==> config.mk <==
export PLATFORM = sky130hd
export DESIGN_NAME = registerFile
export DESIGN_NICKNAME = d
export VERILOG_FILES = /design/src/hw/isaPkg.sv /design/src/hw/registerFile.sv
export SDC_FILE = /design/constraint.sdc
export NUM_CORES = 1
export LEC_CHECK = 0
export ABC_AREA = 1
export BUFFER_PORTS_ARGS = -buffer_cell sky130_fd_sc_hd__buf_2
export CAP_MARGIN = 0
export CORE_UTILIZATION = 45
export CTS_CLUSTER_DIAMETER = 120
export DETAILED_ROUTE_END_ITERATION = 12
export PLACE_DENSITY = 0.64
export SLEW_MARGIN = 20
export SYNTH_ARGS = -nofsm -noshare
export SYNTH_HDL_FRONTEND = slang
export SYNTH_SLANG_ARGS = --single-unit
==> constraint.sdc <==
create_clock -name Clock -period 3.05 [get_ports Clock]
set_clock_uncertainty 0.15 [all_clocks]
set_input_delay 0.1525 -clock Clock [delete_from_list [all_inputs] [get_ports Clock]]
set_output_delay 0.1525 -clock Clock [all_outputs]
set_load 0.05 [all_outputs]
==> src/hw/isaPkg.sv <==
`default_nettype none

package isaPkg;

    // Datapath sizes
    localparam int dataWidth = 32;
    localparam int regCount = 16;
    localparam int regIdxWidth = $clog2(regCount);

    typedef logic [regIdxWidth-1:0] regIdxT;

    // Code 0 and every code not listed here decode as halt
    typedef enum logic [4:0] {
        opLd   = 5'h01,
        opSt   = 5'h02,
        opAdd  = 5'h03,
        opSub  = 5'h04,
        opAnd  = 5'h05,
        opOr   = 5'h06,
        opAddi = 5'h07,
        opAndi = 5'h08,
        opOri  = 5'h09,
        opOut  = 5'h0a,
        opHalt = 5'h1f
    } opcodeT;

    // Instruction word fields
    localparam int opcodeMsb = 31;
    localparam int opcodeLsb = 27;
    localparam int raMsb = 26;
    localparam int raLsb = 23;
    localparam int rbMsb = 22;
    localparam int rbLsb = 19;
    localparam int rcMsb = 18;
    localparam int rcLsb = 15;
    localparam int immMsb = 18;
    localparam int immLsb = 0;
    localparam int immWidth = immMsb - immLsb + 1;

endpackage

`default_nettype wire

==> src/hw/registerFile.sv <==
`default_nettype none

module registerFile (
    input  logic                       Clock,
    input  logic                       rst,
    input  isaPkg::regIdxT             readIdxA,
    input  isaPkg::regIdxT             readIdxB,
    output logic [isaPkg::dataWidth-1:0] readDataA,
    output logic [isaPkg::dataWidth-1:0] readDataB,
    input  logic                       writeEn,
    input  isaPkg::regIdxT             writeIdx,
    input  logic [isaPkg::dataWidth-1:0] writeData
);
    import isaPkg::*;

    logic [dataWidth-1:0] regs [regCount];

    // R0 is hardwired to zero so it can serve as a zero base
    assign readDataA = (readIdxA == '0) ? '0 : regs[readIdxA];
    assign readDataB = (readIdxB == '0) ? '0 : regs[readIdxB];

    always_ff @(posedge Clock) begin
        if (rst) begin
            for (int i = 0; i < regCount; i++) begin
                regs[i] <= '0;
            end
        end else if (writeEn && (writeIdx != '0)) begin
            regs[writeIdx] <= writeData;
        end
    end

endmodule

`default_nettype wire

; ---- Word-level counts from Yosys, hierarchy flattened
; Memory sizes are Yosys's and may differ from the RTL's.
; Cells that the tools add are included.
[totals]
register_bits = 0
ramBits = 512
in_bits = 47
output_inout_bits = 64
wordCells = 16
memories = 1
[memory_table]
columns = name, words, word_bits, rd, rd_ports_with_merged_regs, wr, line
row1 = regs, 16, 32, 2, 0, 16, registerFile.sv:16  ; logic [dataWidth-1:0] regs [regCount];
[classes]
muxes = 10
reduce_logical = 5
[op_table]
columns = op, n
row1 = $mux 32, 3
row2 = $reduce_or 32->1, 1
row3 = $logic_not 4->1, 2
row4 = $mux 1, 6
row5 = $mux 4, 1
row6 = $reduce_bool 4->1, 1
row7 = $logic_and 1x1->1, 1

; ---- Longest topological paths before layout
[logic_depth]
depth_word = 7
mapped_depth = 11
ltp_nobuf = 8

; ---- Worst setup path after synthesis
; No wires, ideal clock.
[synth_path]
kind = input-to-reg
from = input port rst
to = memory regs[5][0] (enable)
setup_time_ns = 0.389
arrival_ns = 1.640
required_time_ns = 2.511
setup_slack_ns = 0.871
cell_stages = 6
path_buffers = 1
cell_sequence = inv_1 -> nand3_1 -> nor3_2 -> nand2_1 -> buf_2 -> nand2_1
[synth_lines]
columns = item, line
row1 = from (decl), registerFile.sv:5  ; input logic rst,
row2 = to (decl), registerFile.sv:16

; ---- Final worst setup path
[layout_path]
from = input port readIdxA[2]
to = output port readDataA[20] in the netlist's numbering
[layout_between]
elab_chain_cells = 2
elab_cells_between_ends = 3
classes_between = 1 x mux / 1 x reduce/logical / 1 x memory
[layout_rtl]
columns = item, line
row1 = from (decl), registerFile.sv:6  ; input isaPkg::regIdxT readIdxA,
row2 = $mem_v2 16x32 / $logic_not 4->1 (equally long branches), -
row3 = $mux 32 (*), registerFile.sv:19  ; assign readDataA = (readIdxA == '0) ? '0 : regs[readIdxA];
row4 = to (decl), registerFile.sv:8  ; output logic [isaPkg::dataWidth-1:0] readDataA,
; Mark *: on every way between the ends. The rest lies on a longest branch, timed or not.

==> key figures <==
GRT
  – GR peak layer: met2
  – Initial antenna violation count: 3
  – Pin count of the biggest net entering global routing: 101
  – Routing usage on met1: between 40 and 50%
  – Grt met2 use: 48.64%
  – M3 GR Usage: 6.160%
  – Total grt overflow: 0
  – Vias in the first global route: 25,610
  – First-pass GRT wire length: 156,800 µm
  – Gr usage total: between 30% and 40%

Min path
  – Worst Hold Class: in -> reg
  – Worst Hold Depth: 3
  – Start point of the worst min-delay path: writeData[10]
  – Hold EP: regs[12][10]$_SDFFCE_PN0P_

Timing
  – RSZ-0062 raised after global routing: false
  – Fin. max-slew vios: 0
  – Endpoints failing setup: 0
  – Final worst-path cycle share: 85.97%
  – Fin. Hold Viols: 2
  – Fin crit period: 2.622 ns
  – TNS Setup: 0 ns
  – Worst relative slew slack: about 45%
  – Least-Margin Pin Slew: 0.8222 ns
  – F_max: 0.3814 GHz
  – Worst hold slack: -0.001441 ns

Clock tree
  – Post-cts hold buffer count: 18
  – Cts bufs inserted: 58
  – Post-CTS sizing: 0
  – Clk sinks: 512
  – Buffer levels on the longest clock path: 3
  – Clock-pin slew of the registers on the worst-case setup and hold paths: 0.06 ns
  – Postcts setup bufs: 0
  – H-tree depth: 2
  – CTS tree: done
  – Clock root buffer: clkbuf_16

Floorplanning
  – Top Ports: 111
  – Initial Util: 45.54%
  – Core box area: 65,750 µm²
  – Die W: between 200 and 300 µm
  – Die ar.: 67,570 µm²
  – Die height: 259.9 µm
  – Num rows: 94

Setup path
  – Worst EP required: 2.75 ns
  – Setup CP Type: in -> out
  – CP Launch Type: input port
  – Maximum fanout along the worst path: 21
  – Arrival @ worst endpoint: 2.32 ns
  – CP Capture Type: output port

Placed design
  – Placed wire-length estimate: 62,110 µm
  – Routability congestion estimate: 0.8923
  – Post-Place Cells: 4,878
  – Buffers on Ports: 110

Final layout
  – Layout area overhead: 12.54%
  – Most flops, register: regs
  – Top flop regs: regs (512)
  – Non-Filler Instances: 4,995
  – N_diodes: 0
  – Filler Cell Count: ~6,300
  – Max reg flops: 512
  – Share of layout cells above drive strength 1: 7.964%
  – Layout Nets: 4,139

Synthesis
  – Mapped cell area: 29,940 µm²
  – Sequential-to-total area share from yosys stat: 51.35%
  – Syn avg cell area: about 7.4 µm²
  – Post-Syn Instances: 4,064
  – Yosys warns: 0
  – #FFs+latches synth: 512
  – Yosys cell types: 14

Route
  – TritonRoute pass-1 iters: 8
  – Vias: 27,300
  – DR vias/cell: 5.465
  – Final WL: 105,300 µm
  – Per-cell routed wire length: 21.08 µm
  – Number of nets with antenna violations after routing: 0
  – Drt initial violations: roughly 4,100
  – Residual DRC: 0

Pwr
  – VDD IR-drop max: 0.5153 mV
  – Leak: 16.23 nW
  – PD cells: 544.6 nW/µm²

Status
  – Failing checks: hold timing
  – Status: complete, but fails checks

Flow run
  – Max-cap viol count: 0
cell families (layout without fill, tap and decap cells):
family	count (synthesis)	after routing	share of synthesized area [%]
AND/OR/NAND/NOR	2576	2576	35.34
flip-flops	512	512	51.35
buffers and inverters	911	947	12.23
AO/OA/AOI/OAI	64	64	1.070
other	1	32	0.01253
how the worst max path moves through the flow:
| stage | from | slack [ns] | cells after the start | to |
|---|---|---|---|---|
| 2_1_floorplan | rst | 0.87 | 6 | regs[5][0]$_SDFFCE_PN0P_ |
| 3_3_place_gp | readIdxA[2] | 0.54 | 9 | readDataA[20] |
| 3_5_place_dp | readIdxA[2] | 0.56 | 9 | readDataA[20] |
| 4_1_cts | regs[1][16]$_SDFFCE_PN0P_ | 0.51 | 9 | readDataB[16] |
| 5_1_grt | regs[3][20]$_SDFFCE_PN0P_ | 0.33 | 9 | readDataA[20] |
| 6_report | readIdxA[2] | 0.43 | 9 | readDataA[20] |
worst max-delay path: stages:
cell,delay (ns)
buf_2,0.49
inv_2,0.11
nor2_4,0.11
buf_4,0.34
nand2_1,0.09
nand2_1,0.08
inv_1,0.04
a21oi_1,0.49
buf_2,0.38
placed cells by master, fill, tap and decap left out:
master and n:
nand2_1 1348, buf_4 71, nor3_2 1, buf_12 33
clkbuf_16 61, bufinv_16 5, clkbuf_1 12, nor2_4 4
dlygate4sd3_1 18, inv_8 2, inv_1 615, nand2_2 30
buf_6 2, inv_2 3, clkinv_2 10, nand3_1 706
buf_2 100, conb_1 32, buf_8 2, nor2_2 1
clkinv_1 11, edfxtp_1 512, nor2_1 484, inv_4 2
a21oi_1 64, nor4_4 2
synthesized netlist by cell type, drive strengths merged:
| library cell | n | share of area, % |
|---|---|---|
| nand2 | 1378 | 17 |
| nand3 | 706 | 12 |
| inv | 622 | 7.8 |
| edfxtp | 512 | 51 |
| nor2 | 489 | 6.1 |
| buf | 214 | 3.5 |
| clkbuf | 75 | 0.94 |
| a21oi | 64 | 1.1 |
| nor4 | 2 | 0.084 |
| conb | 1 | 0.013 |
| nor3 | 1 | 0.033 |
metal layers:
| layer | wire length [µm] | part of all wire [%] |
|---|---|---|
| met1 | 41630 | 40 |
| met5 | 38 | 0.036 |
| met3 | 12640 | 12 |
| met2 | 46850 | 44 |
| met4 | 4142 | 3.9 |
area by class of cell:
cell class,instances,area (µm²),area share [%]
tap,864,1081,3.209
multi-input combinational,2672,11140,33.07
inverter,622,2355,6.989
sequential,512,15370,45.63
timing repair buffer,226,1927,5.719
clock buffer,73,1572,4.664
clock inverter,26,241.5,0.7167
where the power goes:
group          switching [mW]  leakage (nW)  internal [mW]
clock                    2.92         0.893           4.01
combinational            2.36          10.4          0.812
sequential              0.103          4.89           8.15
total                    5.38          16.2           13.0
through the flow:
step | power [mW] | hold slack (ns) | utilization [%] | area, µm² | setup slack, ns
after floorplan | 10.41 | 0.2673 | - | 30060 | 0.8708
after global placement | 11.46 | 0.5815 | 48.21 | 31700 | 0.5432
after detailed placement | 11.48 | 0.5935 | 48.21 | 31700 | 0.5650
after CTS | 18.33 | 0.003711 | 51.25 | 33690 | 0.5115
after global routing | 18.92 | 0.04602 | 51.25 | 33690 | 0.3272
final | 18.35 | -0.001441 | 51.25 | 33690 | 0.4279
(Power assumes the default switching activity.)
