<file path="src/hw/isaPkg.sv">
`default_nettype none

package isaPkg;

    // Datapath sizes
    localparam int dataWidth = 32;
    localparam int regCount = 16;
    localparam int regIdxWidth = $clog2(regCount);

    typedef logic [regIdxWidth-1:0] regIdxT;

    // Code 0 and every code not listed here decode as halt
    typedef enum logic [4:0] {
        opLd   = 5'h01,
        opSt   = 5'h02,
        opAdd  = 5'h03,
        opSub  = 5'h04,
        opAnd  = 5'h05,
        opOr   = 5'h06,
        opAddi = 5'h07,
        opAndi = 5'h08,
        opOri  = 5'h09,
        opOut  = 5'h0a,
        opHalt = 5'h1f
    } opcodeT;

    // Instruction word fields
    localparam int opcodeMsb = 31;
    localparam int opcodeLsb = 27;
    localparam int raMsb = 26;
    localparam int raLsb = 23;
    localparam int rbMsb = 22;
    localparam int rbLsb = 19;
    localparam int rcMsb = 18;
    localparam int rcLsb = 15;
    localparam int immMsb = 18;
    localparam int immLsb = 0;
    localparam int immWidth = immMsb - immLsb + 1;

endpackage

`default_nettype wire

</file>
<file path="src/hw/memBusPkg.sv">
`default_nettype none

package memBusPkg;

    // Word addressed, so one address per 32-bit word
    localparam int addrWidth = 8;
    localparam int memDepth = 1 << addrWidth;

    typedef logic [addrWidth-1:0] addrT;

    // Requesters that share the memory
    typedef enum logic {
        clientLoader = 1'b0,
        clientCore   = 1'b1
    } clientT;

endpackage

`default_nettype wire

</file>
<file path="src/hw/memPortIf.sv">
`default_nettype none

interface memPortIf;
    import isaPkg::*;
    import memBusPkg::*;

    logic                 valid;
    logic                 ready;
    logic                 write;
    addrT                 addr;
    logic [dataWidth-1:0] wdata;
    logic [dataWidth-1:0] rdata;
    // One-cycle read response
    logic                 rvalid;

    modport requester (
        output valid, write, addr, wdata,
        input  ready, rdata, rvalid
    );

    modport responder (
        input  valid, write, addr, wdata,
        output ready, rdata, rvalid
    );

endinterface

`default_nettype wire

</file>
<file path="src/hw/memArbiter.sv">
`default_nettype none

module memArbiter (
    input logic         Clock,
    input logic         rst,
    memPortIf.responder loaderPort,
    memPortIf.responder corePort,
    memPortIf.requester memPort
);
    import memBusPkg::*;

    // Owner of the last accepted request
    clientT grant;
    clientT winner;
    logic   pending;
    logic   memFree;
    logic   xfer;

    // Memory is busy only while a read waits for its data
    assign memFree = !pending;

    // Fixed priority, the loader wins a tie
    assign winner = loaderPort.valid ? clientLoader : clientCore;

    // Request path passes straight through to memory
    always_comb begin
        memPort.valid = memFree && (loaderPort.valid || corePort.valid);
        if (winner == clientLoader) begin
            memPort.write = loaderPort.write;
            memPort.addr  = loaderPort.addr;
            memPort.wdata = loaderPort.wdata;
        end else begin
            memPort.write = corePort.write;
            memPort.addr  = corePort.addr;
            memPort.wdata = corePort.wdata;
        end
    end

    assign xfer = memPort.valid && memPort.ready;

    // Losing side is held off by a low ready
    assign loaderPort.ready = memFree && (winner == clientLoader) && loaderPort.valid
                              && memPort.ready;
    assign corePort.ready = memFree && (winner == clientCore) && corePort.valid
                            && memPort.ready;

    // Read data is shared, the strobe goes only to the owner
    assign loaderPort.rdata = memPort.rdata;
    assign corePort.rdata = memPort.rdata;
    assign loaderPort.rvalid = memPort.rvalid && pending && (grant == clientLoader);
    assign corePort.rvalid = memPort.rvalid && pending && (grant == clientCore);

    always_ff @(posedge Clock) begin
        if (rst) begin
            grant   <= clientLoader;
            pending <= 1'b0;
        end else if (xfer) begin
            grant   <= winner;
            // Writes give no response, so they free memory at once
            pending <= !memPort.write;
        end else if (memPort.rvalid) begin
            pending <= 1'b0;
        end
    end

endmodule

`default_nettype wire

</file>
<file path="src/flat_wrapper.sv">
// flat-port wrapper written by rule: the top's interface ports become plain ports
module memArbiter_flat import memBusPkg::*;
  (Clock, rst, loaderPort_valid, loaderPort_write, loaderPort_addr, loaderPort_wdata, loaderPort_ready, loaderPort_rdata, loaderPort_rvalid, corePort_valid, corePort_write, corePort_addr, corePort_wdata, corePort_ready, corePort_rdata, corePort_rvalid, memPort_valid, memPort_write, memPort_addr, memPort_wdata, memPort_ready, memPort_rdata, memPort_rvalid);
  memPortIf loaderPort_i ();
  memPortIf corePort_i ();
  memPortIf memPort_i ();
  input logic Clock;
  input logic rst;
  input wire logic [$bits(loaderPort_i.valid)-1:0] loaderPort_valid;
  input wire logic [$bits(loaderPort_i.write)-1:0] loaderPort_write;
  input wire logic [$bits(loaderPort_i.addr)-1:0] loaderPort_addr;
  input wire logic [$bits(loaderPort_i.wdata)-1:0] loaderPort_wdata;
  output wire logic [$bits(loaderPort_i.ready)-1:0] loaderPort_ready;
  output wire logic [$bits(loaderPort_i.rdata)-1:0] loaderPort_rdata;
  output wire logic [$bits(loaderPort_i.rvalid)-1:0] loaderPort_rvalid;
  input wire logic [$bits(corePort_i.valid)-1:0] corePort_valid;
  input wire logic [$bits(corePort_i.write)-1:0] corePort_write;
  input wire logic [$bits(corePort_i.addr)-1:0] corePort_addr;
  input wire logic [$bits(corePort_i.wdata)-1:0] corePort_wdata;
  output wire logic [$bits(corePort_i.ready)-1:0] corePort_ready;
  output wire logic [$bits(corePort_i.rdata)-1:0] corePort_rdata;
  output wire logic [$bits(corePort_i.rvalid)-1:0] corePort_rvalid;
  output wire logic [$bits(memPort_i.valid)-1:0] memPort_valid;
  output wire logic [$bits(memPort_i.write)-1:0] memPort_write;
  output wire logic [$bits(memPort_i.addr)-1:0] memPort_addr;
  output wire logic [$bits(memPort_i.wdata)-1:0] memPort_wdata;
  input wire logic [$bits(memPort_i.ready)-1:0] memPort_ready;
  input wire logic [$bits(memPort_i.rdata)-1:0] memPort_rdata;
  input wire logic [$bits(memPort_i.rvalid)-1:0] memPort_rvalid;
  assign loaderPort_i.valid = loaderPort_valid;
  assign loaderPort_i.write = loaderPort_write;
  assign loaderPort_i.addr = loaderPort_addr;
  assign loaderPort_i.wdata = loaderPort_wdata;
  assign loaderPort_ready = loaderPort_i.ready;
  assign loaderPort_rdata = loaderPort_i.rdata;
  assign loaderPort_rvalid = loaderPort_i.rvalid;
  assign corePort_i.valid = corePort_valid;
  assign corePort_i.write = corePort_write;
  assign corePort_i.addr = corePort_addr;
  assign corePort_i.wdata = corePort_wdata;
  assign corePort_ready = corePort_i.ready;
  assign corePort_rdata = corePort_i.rdata;
  assign corePort_rvalid = corePort_i.rvalid;
  assign memPort_valid = memPort_i.valid;
  assign memPort_write = memPort_i.write;
  assign memPort_addr = memPort_i.addr;
  assign memPort_wdata = memPort_i.wdata;
  assign memPort_i.ready = memPort_ready;
  assign memPort_i.rdata = memPort_rdata;
  assign memPort_i.rvalid = memPort_rvalid;
  memArbiter u_core (.Clock(Clock), .rst(rst), .loaderPort(loaderPort_i), .corePort(corePort_i), .memPort(memPort_i));
endmodule
</file>
<file path="config.mk">
export PLATFORM = sky130hd
export DESIGN_NAME = memArbiter_flat
export DESIGN_NICKNAME = d
export VERILOG_FILES = /design/src/hw/isaPkg.sv /design/src/hw/memBusPkg.sv /design/src/hw/memPortIf.sv /design/src/hw/memArbiter.sv /design/src/flat_wrapper.sv
export SDC_FILE = /design/constraint.sdc
export NUM_CORES = 1
export LEC_CHECK = 0
export ABC_AREA = 1
export BUFFER_PORTS_ARGS = -buffer_cell sky130_fd_sc_hd__buf_2
export CORE_AREA = 2 2 90 92
export DETAILED_ROUTE_END_ITERATION = 10
export DIE_AREA = 0 0 92 94
export GPL_TIMING_DRIVEN = 1
export PLACE_DENSITY_LB_ADDON = 0.05
export SLEW_MARGIN = 20
export SYNTH_ARGS = -nofsm -noshare
export SYNTH_HDL_FRONTEND = slang
export SYNTH_SLANG_ARGS = --single-unit
export TNS_END_PERCENT = 1
</file>
<file path="constraint.sdc">
create_clock -name Clock -period 1.96 [get_ports Clock]
set_input_delay 0.392 -clock Clock [delete_from_list [all_inputs] [get_ports Clock]]
set_output_delay 0.392 -clock Clock [all_outputs]
set_load 0.01 [all_outputs]
</file>
# After elaboration in Yosys (flattened, before gate mapping)
# Index checks and enable logic that the tools add are counted.
[word_totals] ff_bits=2 input_bits=120 output_inout_bits=110 word_cells=24
[classes] muxes=6 bitwise=1 n_reduce_logical=15
[op_table] operator="two-way mux 32 bit" count=1
[op_table] operator="logical AND 1 bit" count=11
[op_table] operator="two-way mux 8 bit" count=1
[op_table] operator="two-way mux 1 bit" count=4
[op_table] operator="logical NOT 1 bit" count=2
[op_table] operator="nonzero test 2 bit" count=1
[op_table] operator="logical OR 1 bit" count=1
[op_table] operator="inverter 1 bit" count=1

# Depth between registers and ports, before layout
# Gate-level depths: netlist of run 1.
[logic_depth] depth_word=4 mapped_depth=6 mapped_depth_nobuf=5

# Least setup slack after synthesis of run 1
# No wires, ideal clock.
[synth_timing] kind="input to output" start="input loaderPort_valid" end="output memPort_addr[0]" t_arrival_ns=0.852 required_time_ns=1.568 path_slack_ns=0.716 cell_stages=5 n_path_buf=2 cell_sequence="buf_6 -> inv_4 -> buf_4 -> nand2_1 -> nand2_1"
[synth_via] elab_chain_cells=1
[synth_lines] element="start: declaration" line_no="flat_wrapper.sv:9" text="input wire logic [$bits(loaderPort_i.valid)-1:0] loaderPort_valid;"
[synth_lines] element="two-way mux 8 bit" line_no="memArbiter.sv:28" text="if (winner == clientLoader) begin"
[synth_lines] element="end: declaration" line_no="flat_wrapper.sv:25" text="output wire logic [$bits(memPort_i.addr)-1:0] memPort_addr;"
# No other way between the ends.

# Worst setup path after layout of run 1
[layout_timing] start="input loaderPort_valid" end="output memPort_valid"
[layout_via] elab_chain_cells=2
[layout_lines] element="logical OR 1 bit" line_no="memArbiter.sv:27" text="memPort.valid = memFree && (loaderPort.valid || corePort.valid);"
[layout_lines] element="logical AND 1 bit" line_no="memArbiter.sv:27"
[layout_lines] element="end: declaration" line_no="flat_wrapper.sv:23" text="output wire logic [$bits(memPort_i.valid)-1:0] memPort_valid;"
# No other way between the ends.

==> results of run 1 <==
-- how the worst max path moves through the flow --
stage                              to  slack, ns  cells after the start
floorplan             memPort_addr[0]       0.72                      5
global placement    memPort_wdata[31]       0.37                      6
detailed placement    memPort_addr[5]       0.37                      6
CTS                   memPort_addr[5]       0.37                      6
global route          memPort_addr[5]       0.31                      6
finish                  memPort_valid       0.40                      5
-- through the flow --
stage	hold WS, ns	instance area [um^2]	worst slack, ns
5_1_grt	0.3612	1488	0.3068
4_1_cts	0.3631	1488	0.3672
2_1_floorplan	0.4425	1160	0.7155
6_report	0.3609	1488	0.3974
3_3_place_gp	0.4730	1446	0.3714
3_5_place_dp	0.4774	1446	0.3664
-- kinds of logic after synthesis --
kind of cell,synth area share [%]
buffers and inverters,49.52
AOI/OAI and AO/OA,1.186
DFF,3.452
and+or+nand+nor,45.85
-- report_power, final --
group          total (mW)  internal [mW]  switching [mW]
combinational       0.307          0.149           0.158
sequential         0.0453         0.0431         0.00212
clock               0.163          0.130          0.0335
-- state kept, by name, indices dropped and copies added, names as in the netlist --
| name | flops |
|---|---|
| u_core.grant | 1 |
| u_core.pending | 1 |
-- layer usage --
layer  track usage [%]  wire, um
met1             7.381      1267
met2             15.63      1974
met3             3.050       518
met4             4.229       167
met5                 0         0
-- layout by cell type, fill, tap and decap left out --
cell,netlist,layout
buf_2,4,133
nand2_1,124,124
inv_1,7,7
clkbuf_8,0,3
and3_1,2,2
nand2_2,2,2
buf_4,68,2
dfxtp_1,2,2
inv_4,1,1
nor2_1,1,1
nor2_4,1,1
nand4_1,1,1
nor3_1,1,1
nand3_1,1,1
a21oi_1,1,1
nand3_2,1,1
a21oi_2,1,1
buf_12,0,1
-- worst reg2reg max path, stage by stage, from the launching register on --
cell     delay [ns]
dfxtp_1        0.40
inv_1          0.11
nand3_1        0.09
nand2_1        0.05
a21oi_1        0.12
-- cell type report --
cell class	count	area share (%)
multi-input combinational	136	36.67
clock buffer	3	2.775
tap	102	8.579
inverter	8	2.187
timing repair buffer	136	47.10
sequential	2	2.691
==> summary.md, run 1 <==
| Metric | Value |
|---|---|
| Worst setup EP type | primary output |
| CTS root buf | clkbuf_8 |
| CTS sink count | 2 |
| HP Start | rst |
| Critical Path RT | between 1.5 and 2 ns |
| Total grt overflow | 0 |
| Synth area leaders | buf_4 44%, nand2_1 40%, dfxtp_1 3.5%, inv_1 2.3%, buf_2 1.7% |
| R2R Path Start | u_core.pending |
| Critical path cell sequence | buf_2, buf_4, nor2_1, nor2_4, buf_2 |
| WHS Path Cells | 2 |
| Area leader, netlist | buf_4 |
| Layout area overhead | 28.26% |
| Fill count | 935 |
| RSZ-0062 raised after global routing | false |
| Detailed Place HPWL | 3271 um |
| IO Pins | 230 |
| Worst Setup Start Kind | primary input |
| Ys flop type | dfxtp_1 |
| Final Hold Viols | 0 |
| PD cells | about 350 nW/um^2 |
| CP startpoint | loaderPort_valid |
| Global placement routability congestion | 0.6579 |
| Number of synthesized flops with an enable pin | 0 |
| Setup CP Type | in2out |
| DR vias | 1435 |
| Most used cell, CP | buf_2 |
| Initial Util | 15.25% |
| Die area | 8648 um^2 |
| CTS H-Tree Depth | 1 |
| Cell with the most instances after synthesis | nand2_1 |
| Clk Latency, worst-skew pair | 0.21 ns |
| Resized Gates After CTS | 0 |
| Critical path's top delay family | buffers and inverters |
| DR DRC count | 0 |
| GRT Util Overall | 8.120% |
| N_diodes | 0 |
| R2R Path End | u_core.grant |
| Slew HR | ~82% |
| Register area | about 40 um^2 |
| Utilization after layout | 19.56% |
| First-pass GRT wire length | 5754 um |
| Status | completed |
| Synth top cells by count | 124 x nand2_1, 68 x buf_4, 7 x inv_1 |
| Slowest-stage cell, CP | buf_4 |
| Power Total | 0.5161 mW |
| Initial antenna violation count | 0 |
| Asr flop ratio synth | 0% |
| CTS tree | yes |
| Max FO, Critical Path | 26 |
| Synthesized area | about 1200 um^2 |
| Slew @ Worst Pin | 0.2758 ns |
| Fin nets | 407 |
| Warnings from Yosys | 0 |
| R2R cell count | 4 |
| Syn_area_per_cell | 5.296 um^2 |
| Starting DRT DRC Count | 35 |
| CTS Hold Bufs | 0 |
| First drt pass iteration count | 4 |
| Max Slew Vio Count | 0 |
| Critical Path AT | 1.17 ns |
| Port Buffers | approximately 130 |
| Post-synth top area share | roughly 44% |
| Die Y | roughly 94 um |
| Cts bufs inserted | 3 |
| Worst hold path type | in2reg |
| Pin count of the biggest net entering global routing | 27 |
| Max Cap Viol | 0 |
| Clock Pin Slew Worst Setup and Hold Paths | ~0.020 ns |
| Detail Route Antenna Nets | 0 |
| Critical path's largest stage delay | 0.28 ns |
| Hold Path Sink | u_core.pending |
| DR vias/cell | 3.708 |
| VDD IR max | 0.2928 mV |
| Multi-input logic area | 545.5 um^2 |
| Final Non-Filler Cells | 387 |
| Fin crit period | 1.563 ns |
| Register-to-Register Setup Slack | 1.13 ns |
| Core area | 7607 um^2 |
| LEAKAGE | 1.025 nW |
| Max Fclk | 640.0 MHz |
| Post-Syn Nets | 339 |
| Tcrit/Tclk final | between 70% and 80% |
| Sequential element share of the synthesized area | between 3 and 4% |
| Setup violators final | 0 |
| Die X-Extent | roughly 92 um |
| Layout cells sized above 1 | 50.88% |
| Clock skew | approximately 0.0043 ns |
| CP Buf/Inv Count | 3 |
| Setup bufs post-CTS | 0 |
| Site Rows | 32 |
| Vias in the first global route | 1268 |
| Final setup TNS | 0 ns |
| Post-placement cell count | 384 |
| Max Root-Sink Buffers | 2 |
| Wirelength per Cell | 10.15 um |
| Mapped Cells | 219 |
| Synth cell types | 17 |
| Drt total wl | 3927 um |
| #FFs+latches synth | 2 |
Note: power is estimated with default switching activity, not from simulation.
==> run 2, diff against run 1 <==
--- a/config.mk
+++ b/config.mk
@@ -7,9 +7,9 @@
 export LEC_CHECK = 0
 export ABC_AREA = 1
 export BUFFER_PORTS_ARGS = -buffer_cell sky130_fd_sc_hd__buf_2
-export CORE_AREA = 2 2 90 92
+export CORE_AREA = 2 2 88 90
 export DETAILED_ROUTE_END_ITERATION = 10
-export DIE_AREA = 0 0 92 94
+export DIE_AREA = 0 0 90 92
 export GPL_TIMING_DRIVEN = 1
 export PLACE_DENSITY_LB_ADDON = 0.05
 export SLEW_MARGIN = 20
==> constraint.sdc (replaced) <==
create_clock -name Clock -period 1.3 [get_ports Clock]
set_input_delay 0.26 -clock Clock [delete_from_list [all_inputs] [get_ports Clock]]
set_output_delay 0.26 -clock Clock [all_outputs]
set_load 0.01 [all_outputs]
==> summary.md, run 2 (synthesis results as in run 1) <==
| Metric | Value |
|---|---|
| Vias in the first global route | 1373 |
| Fin nets | 409 |
| Worst setup EP type | primary output |
| Layout area overhead | 31.18% |
| CTS Hold Bufs | 0 |
| CTS root buf | clkbuf_8 |
| HP Start | rst |
| Most common cell after layout, fill and taps aside | buf_2 |
| Cts bufs inserted | 3 |
| DR DRC count | 0 |
| GRT Util Overall | roughly 9.0% |
| Setup CP Type | reg2out |
| Die X-Extent | approximately 90 um |
| Tcrit/Tclk final | 94.44% |
| Utilization after layout | between 20% and 30% |
| Worst slack, placed | 0.05996 ns |
| Final setup TNS | 0 ns |
| Worst hold path type | in2reg |
| Slew HR | between 80% and 90% |
| IO Pins | 230 |
| Die Y | 92 um |
| First-pass GRT wire length | 6147 um |
| Max Slew Vio Count | 0 |
| Detail Route Antenna Nets | 0 |
| Initial Util | ~16% |
| Clock skew | around 0.00056 ns |
| Status | completed |
| Setup violators final | 0 |
| WHS Path Cells | 2 |
| Slowest-stage cell, CP | dfxtp_2 |
| Core area | between 7000 and 8000 um^2 |
| Max Cap Viol | 0 |
| Clk Latency, worst-skew pair | 0.21 ns |
| Fin Hold WS | between 0.2 and 0.25 ns |
| VDD IR max | 0.3895 mV |
| Register-to-Register Setup Slack | 0.48 ns |
| LEAKAGE | approximately 1.0 nW |
| Global placement routability congestion | around 0.69 |
| Final Non-Filler Cells | 389 |
| Pin count of the biggest net entering global routing | 22 |
| CTS sink count | 2 |
| Critical Path AT | roughly 0.97 ns |
| CTS tree | yes |
| Final Hold Viols | 0 |
| Site Rows | 32 |
| Max Fclk | between 800 and 900 MHz |
| Critical path's largest stage delay | 0.36 ns |
| Slew @ Worst Pin | between 0.2 and 0.25 ns |
| Initial antenna violation count | 0 |
| Critical path cell sequence | inv_1, nor3_2, buf_2 |
| Drt total wl | 3949 um |
| DR vias | 1396 |
| Wirelength per Cell | 10.15 um |
| Critical path's top delay family | flip-flops |
| PD cells | roughly 520 nW/um^2 |
| Max Root-Sink Buffers | 2 |
| Max FO, Critical Path | 4 |
| R2R Path End | u_core.grant |
| DR vias/cell | 3.589 |
| Commonest non-fill, non-tap cells in the layout | 133 x buf_2, 124 x nand2_1, 7 x inv_1 |
| R2R cell count | 3 |
| Die area | between 8000 and 9000 um^2 |
| CTS H-Tree Depth | 1 |
| N_diodes | 0 |
| Hold Path Sink | u_core.pending |
| First drt pass iteration count | 4 |
| Largest regs | u_core.grant: 1 flops, u_core.pending: 1 flops |
| Setup WS post-layout | between 0.07 and 0.08 ns |
| Clock Pin Slew Worst Setup and Hold Paths | 0.03 ns |
| Fill count | 902 |
| Fin crit period | about 1.2 ns |
| RSZ-0062 raised after global routing | true |
| R2R Path Start | u_core.pending |
| Total grt overflow | 0 |
| Layout cells sized above 1 | 51.92% |
| Post-placement cell count | 386 |
| Critical Path RT | about 1.0 ns |
| Starting DRT DRC Count | 12 |
| CP Buf/Inv Count | 2 |
| Detailed Place HPWL | 3278 um |
| Worst Setup Start Kind | register |
| Port Buffers | 133 |
-- run 2: cell count changes in the layout (fill, tap and decap cells not counted), sizes merged --
cell,change
buf,+2
-- run 2: how the worst max path moves through the flow --
stage	from	end	depth (start not counted)	slack, ns
floorplan	u_core.pending	loaderPort_rvalid	2	0.27
global placement	loaderPort_valid	memPort_write	6	0.06
detailed placement	loaderPort_valid	memPort_wdata[1]	6	0.06
CTS	u_core.pending	loaderPort_rvalid	3	0.05
global route	loaderPort_valid	memPort_wdata[1]	6	-0.03
finish	u_core.pending	loaderPort_rvalid	3	0.07
-- run 2: metal layers --
| layer | share of wire [%] | track usage [%] | routed length (um) | vias to the layer above |
|---|---|---|---|---|
| li1 | - | - | - | 722 |
| met1 | 33 | 8.491 | 1284 | 557 |
| met2 | 52 | 17.23 | 2063 | 92 |
| met3 | 11 | 2.383 | 452 | 25 |
| met4 | 3.7 | 5.256 | 148 | 0 |
| met5 | 0 | 0 | 0 | - |
-- run 2: final cells by class --
cell class	instances	area (um^2)	share of cell area, %
clock buffer	3	41.29	2.714
multi-input combinational	136	550.5	36.18
inverter	8	32.53	2.138
tap	102	127.6	8.388
sequential	2	41.29	2.714
timing repair buffer	138	728.2	47.86
-- run 2: what timing repair did --
action                                  CTS  global route
pin swaps                                 0             0
endpoints found under the setup margin    1             3
gates cloned                              0             0
setup buffers                             0             0
gates resized for setup                   1             1
-- run 2: power breakdown --
| group | internal [mW] | switching, mW | total [mW] |
|---|---|---|---|
| clock network | 0.195 | 0.0454 | 0.241 |
| logic | 0.234 | 0.243 | 0.477 |
| registers | 0.0654 | 0.00350 | 0.0689 |
| total | 0.495 | 0.292 | 0.787 |
-- run 2: worst register-to-register path, cell delays in order (launching register included) --
cell and delay [ns]:
dfxtp_2 0.33, inv_1 0.12, nand4_1 0.11, a21oi_1 0.18
-- run 2: per-stage QoR --
stage                     instance area [um^2]  power, mW
after global routing                      1521     0.8692
after global placement                    1474     0.5593
final                                     1521     0.7869
after floorplan                           1160     0.4898
after CTS                                 1516     0.8050
after detailed placement                  1474     0.5530
==> run 3, diff against run 2 <==
--- a/config.mk
+++ b/config.mk
@@ -11,7 +11,8 @@
 export DETAILED_ROUTE_END_ITERATION = 10
 export DIE_AREA = 0 0 90 92
 export GPL_TIMING_DRIVEN = 1
-export PLACE_DENSITY_LB_ADDON = 0.05
+export PLACE_DENSITY = 0.54
+export SETUP_SLACK_MARGIN = 0.3
 export SLEW_MARGIN = 20
 export SYNTH_ARGS = -nofsm -noshare
 export SYNTH_HDL_FRONTEND = slang
==> summary.md, run 3 (synthesis results as in run 1) <==
| Metric | Value |
|---|---|
| Fin nets | about 400 |
| LEAKAGE | ~1.1 nW |
| Starting DRT DRC Count | 27 |
| First-pass GRT wire length | 6306 um |
| IO Pins | 230 |
| Hold Path Sink | u_core.pending |
| R2R cell count | 3 |
| Setup CP Type | reg2out |
| Die X-Extent | 90 um |
| Slowest-stage cell, CP | dfxtp_4 |
| Commonest non-fill, non-tap cells in the layout | 132 x buf_2, 124 x nand2_1, 6 x inv_1 |
| P_sw | 0.3130 mW |
| Clk Latency, worst-skew pair | between 0.2 and 0.25 ns |
| Sw frac | 37.11% |
| DR DRC count | 0 |
| Detail Route Antenna Nets | 0 |
| Site Rows | 32 |
| DR vias | 1449 |
| Layout cells sized above 1 | a little over half |
| VDD IR max | just under 0.4 mV |
| Initial Util | 15.57% |
| Global placement routability congestion | 0.7250 |
| DR vias/cell | approximately 3.7 |
| Pin count of the biggest net entering global routing | 19 |
| Worst setup EP type | primary output |
| Post-route cell area | 1649 um^2 |
| CTS Hold Bufs | 0 |
| CTS H-Tree Depth | 1 |
| Max Cap Viol | 0 |
| Max Slew Vio Count | 0 |
| Worst Setup Start Kind | register |
| Register-to-Register Setup Slack | 0.57 ns |
| Critical path's largest stage delay | 0.36 ns |
| Clock Pin Slew Worst Setup and Hold Paths | around 0.03 ns |
| Drt total wl | 4323 um |
| Cts bufs inserted | 3 |
| R2R Path End | u_core.grant |
| Tcrit/Tclk final | roughly nine tenths |
| PD cells | 511.6 nW/um^2 |
| Vias in the first global route | 1358 |
| Largest regs | u_core.grant: 1 flops, u_core.pending: 1 flops |
| Final setup TNS | 0 ns |
| Die area | 8280 um^2 |
| Wirelength per Cell | 11.03 um |
| R2R Path Start | u_core.pending |
| Max FO, Critical Path | 4 |
| Initial antenna violation count | 0 |
| Worst hold path type | in2reg |
| Fill count | 875 |
| Max Root-Sink Buffers | 2 |
| Most common cell after layout, fill and taps aside | buf_2 |
| CTS tree | yes |
| Internal | 0.5306 mW |
| N_diodes | 0 |
| Core area | 7447 um^2 |
| RSZ-0062 raised after global routing | true |
| Fin crit period | around 1.2 ns |
| Critical Path RT | 1.04 ns |
| Cell Area, Placed | 1484 um^2 |
| Layout area overhead | 42.18% |
| Setup violators final | 0 |
| Final Non-Filler Cells | 392 |
| Clock power share | 29.3% |
| CTS root buf | clkbuf_8 |
| Total grt overflow | 0 |
| Critical path cell sequence | inv_4, nand4_1, inv_1, buf_2 |
| Detailed Place HPWL | 3248 um |
| Port Buffers | 133 |
| Clock skew | 0.002740 ns |
| Slew HR | 91.39% |
| Status | completed |
| WHS Path Cells | 2 |
| HP Start | rst |
| Combinational group share of total power | 62.6% |
| Critical Path AT | 0.91 ns |
| Sequential share of power | under 10% |
| Post-placement cell count | 385 |
| First drt pass iteration count | 4 |
| Final Hold Viols | 0 |
| Slew @ Worst Pin | 0.1290 ns |
| CTS sink count | 2 |
| GRT Util Overall | 9.389% |
| Max Fclk | roughly 860 MHz |
| Die Y | ~90 um |
-- run 3: cell count changes in the layout (fill, tap and decap cells not counted), sizes merged --
cell    before  now
clkbuf       3    4
buf        138  140
-- run 3: per-stage QoR --
stage | total power, mW | setup slack, ns | hold slack (ns) | utilization [%]
floorplan | 0.4908 | 0.3195 | 0.3224 | -
global placement | 0.5475 | 0.09466 | 0.4384 | 19.93
detailed placement | 0.5520 | 0.09088 | 0.4446 | 19.93
CTS | 0.8496 | 0.1228 | 0.2175 | 21.81
global route | 0.9274 | 0.08425 | 0.2160 | 22.14
finish | 0.8436 | 0.1326 | 0.2209 | 22.14
-- run 3: timing repair --
action | CTS | global route
endpoints found under the hold margin | 0 | 0
endpoints found under the setup margin | 46 | 46
gates resized for setup | 12 | 0
gates cloned | 2 | 1
setup buffers | 1 | 0
-- run 3: power groups by stage --
stage	sequential, mW	clock, mW	combinational, mW
global route	0.0692	0.269	0.589
finish	0.0687	0.247	0.528
detailed placement	0.0695	0	0.483
CTS	0.0687	0.255	0.526
global placement	0.0694	0	0.478
floorplan	0.0685	0	0.422
-- run 3: worst max path at each step --
stage / to / slack (ns) / from
3_5_place_dp: memPort_addr[5] / 0.09 / loaderPort_valid
2_1_floorplan: memPort_addr[0] / 0.32 / loaderPort_valid
3_3_place_gp: memPort_addr[5] / 0.09 / loaderPort_valid
5_1_grt: corePort_ready / 0.08 / u_core.pending
4_1_cts: corePort_ready / 0.12 / u_core.pending
6_report: corePort_ready / 0.13 / u_core.pending
-- run 3: cell type report --
class                      instances  area, um^2  area share [%]
tap                              102       127.6           7.739
timing repair buffer             141       843.3           51.14
clock buffer                       3       41.29           2.504
sequential                         2       43.79           2.656
multi-input combinational        136       553.0           33.54
inverter                           8       40.04           2.428
-- run 3: worst max-delay path: cells and delay by family (launching register included) --
| kind | cells | cell delay (ns) |
|---|---|---|
| buffers and inverters | 3 | 0.25 |
| DFF | 1 | 0.36 |
| and+or+nand+nor | 1 | 0.09 |
-- run 3: routing by layer --
| layer | wire (um) | part of all wire, % | up-vias | track usage [%] |
|---|---|---|---|---|
| li1 | - | - | 731 | - |
| met1 | 1528 | 35 | 597 | 9.538 |
| met2 | 2090 | 48 | 87 | 16.67 |
| met3 | 457 | 11 | 34 | 2.794 |
| met4 | 247 | 5.7 | 0 | 6.282 |
| met5 | 0 | 0 | - | 0 |
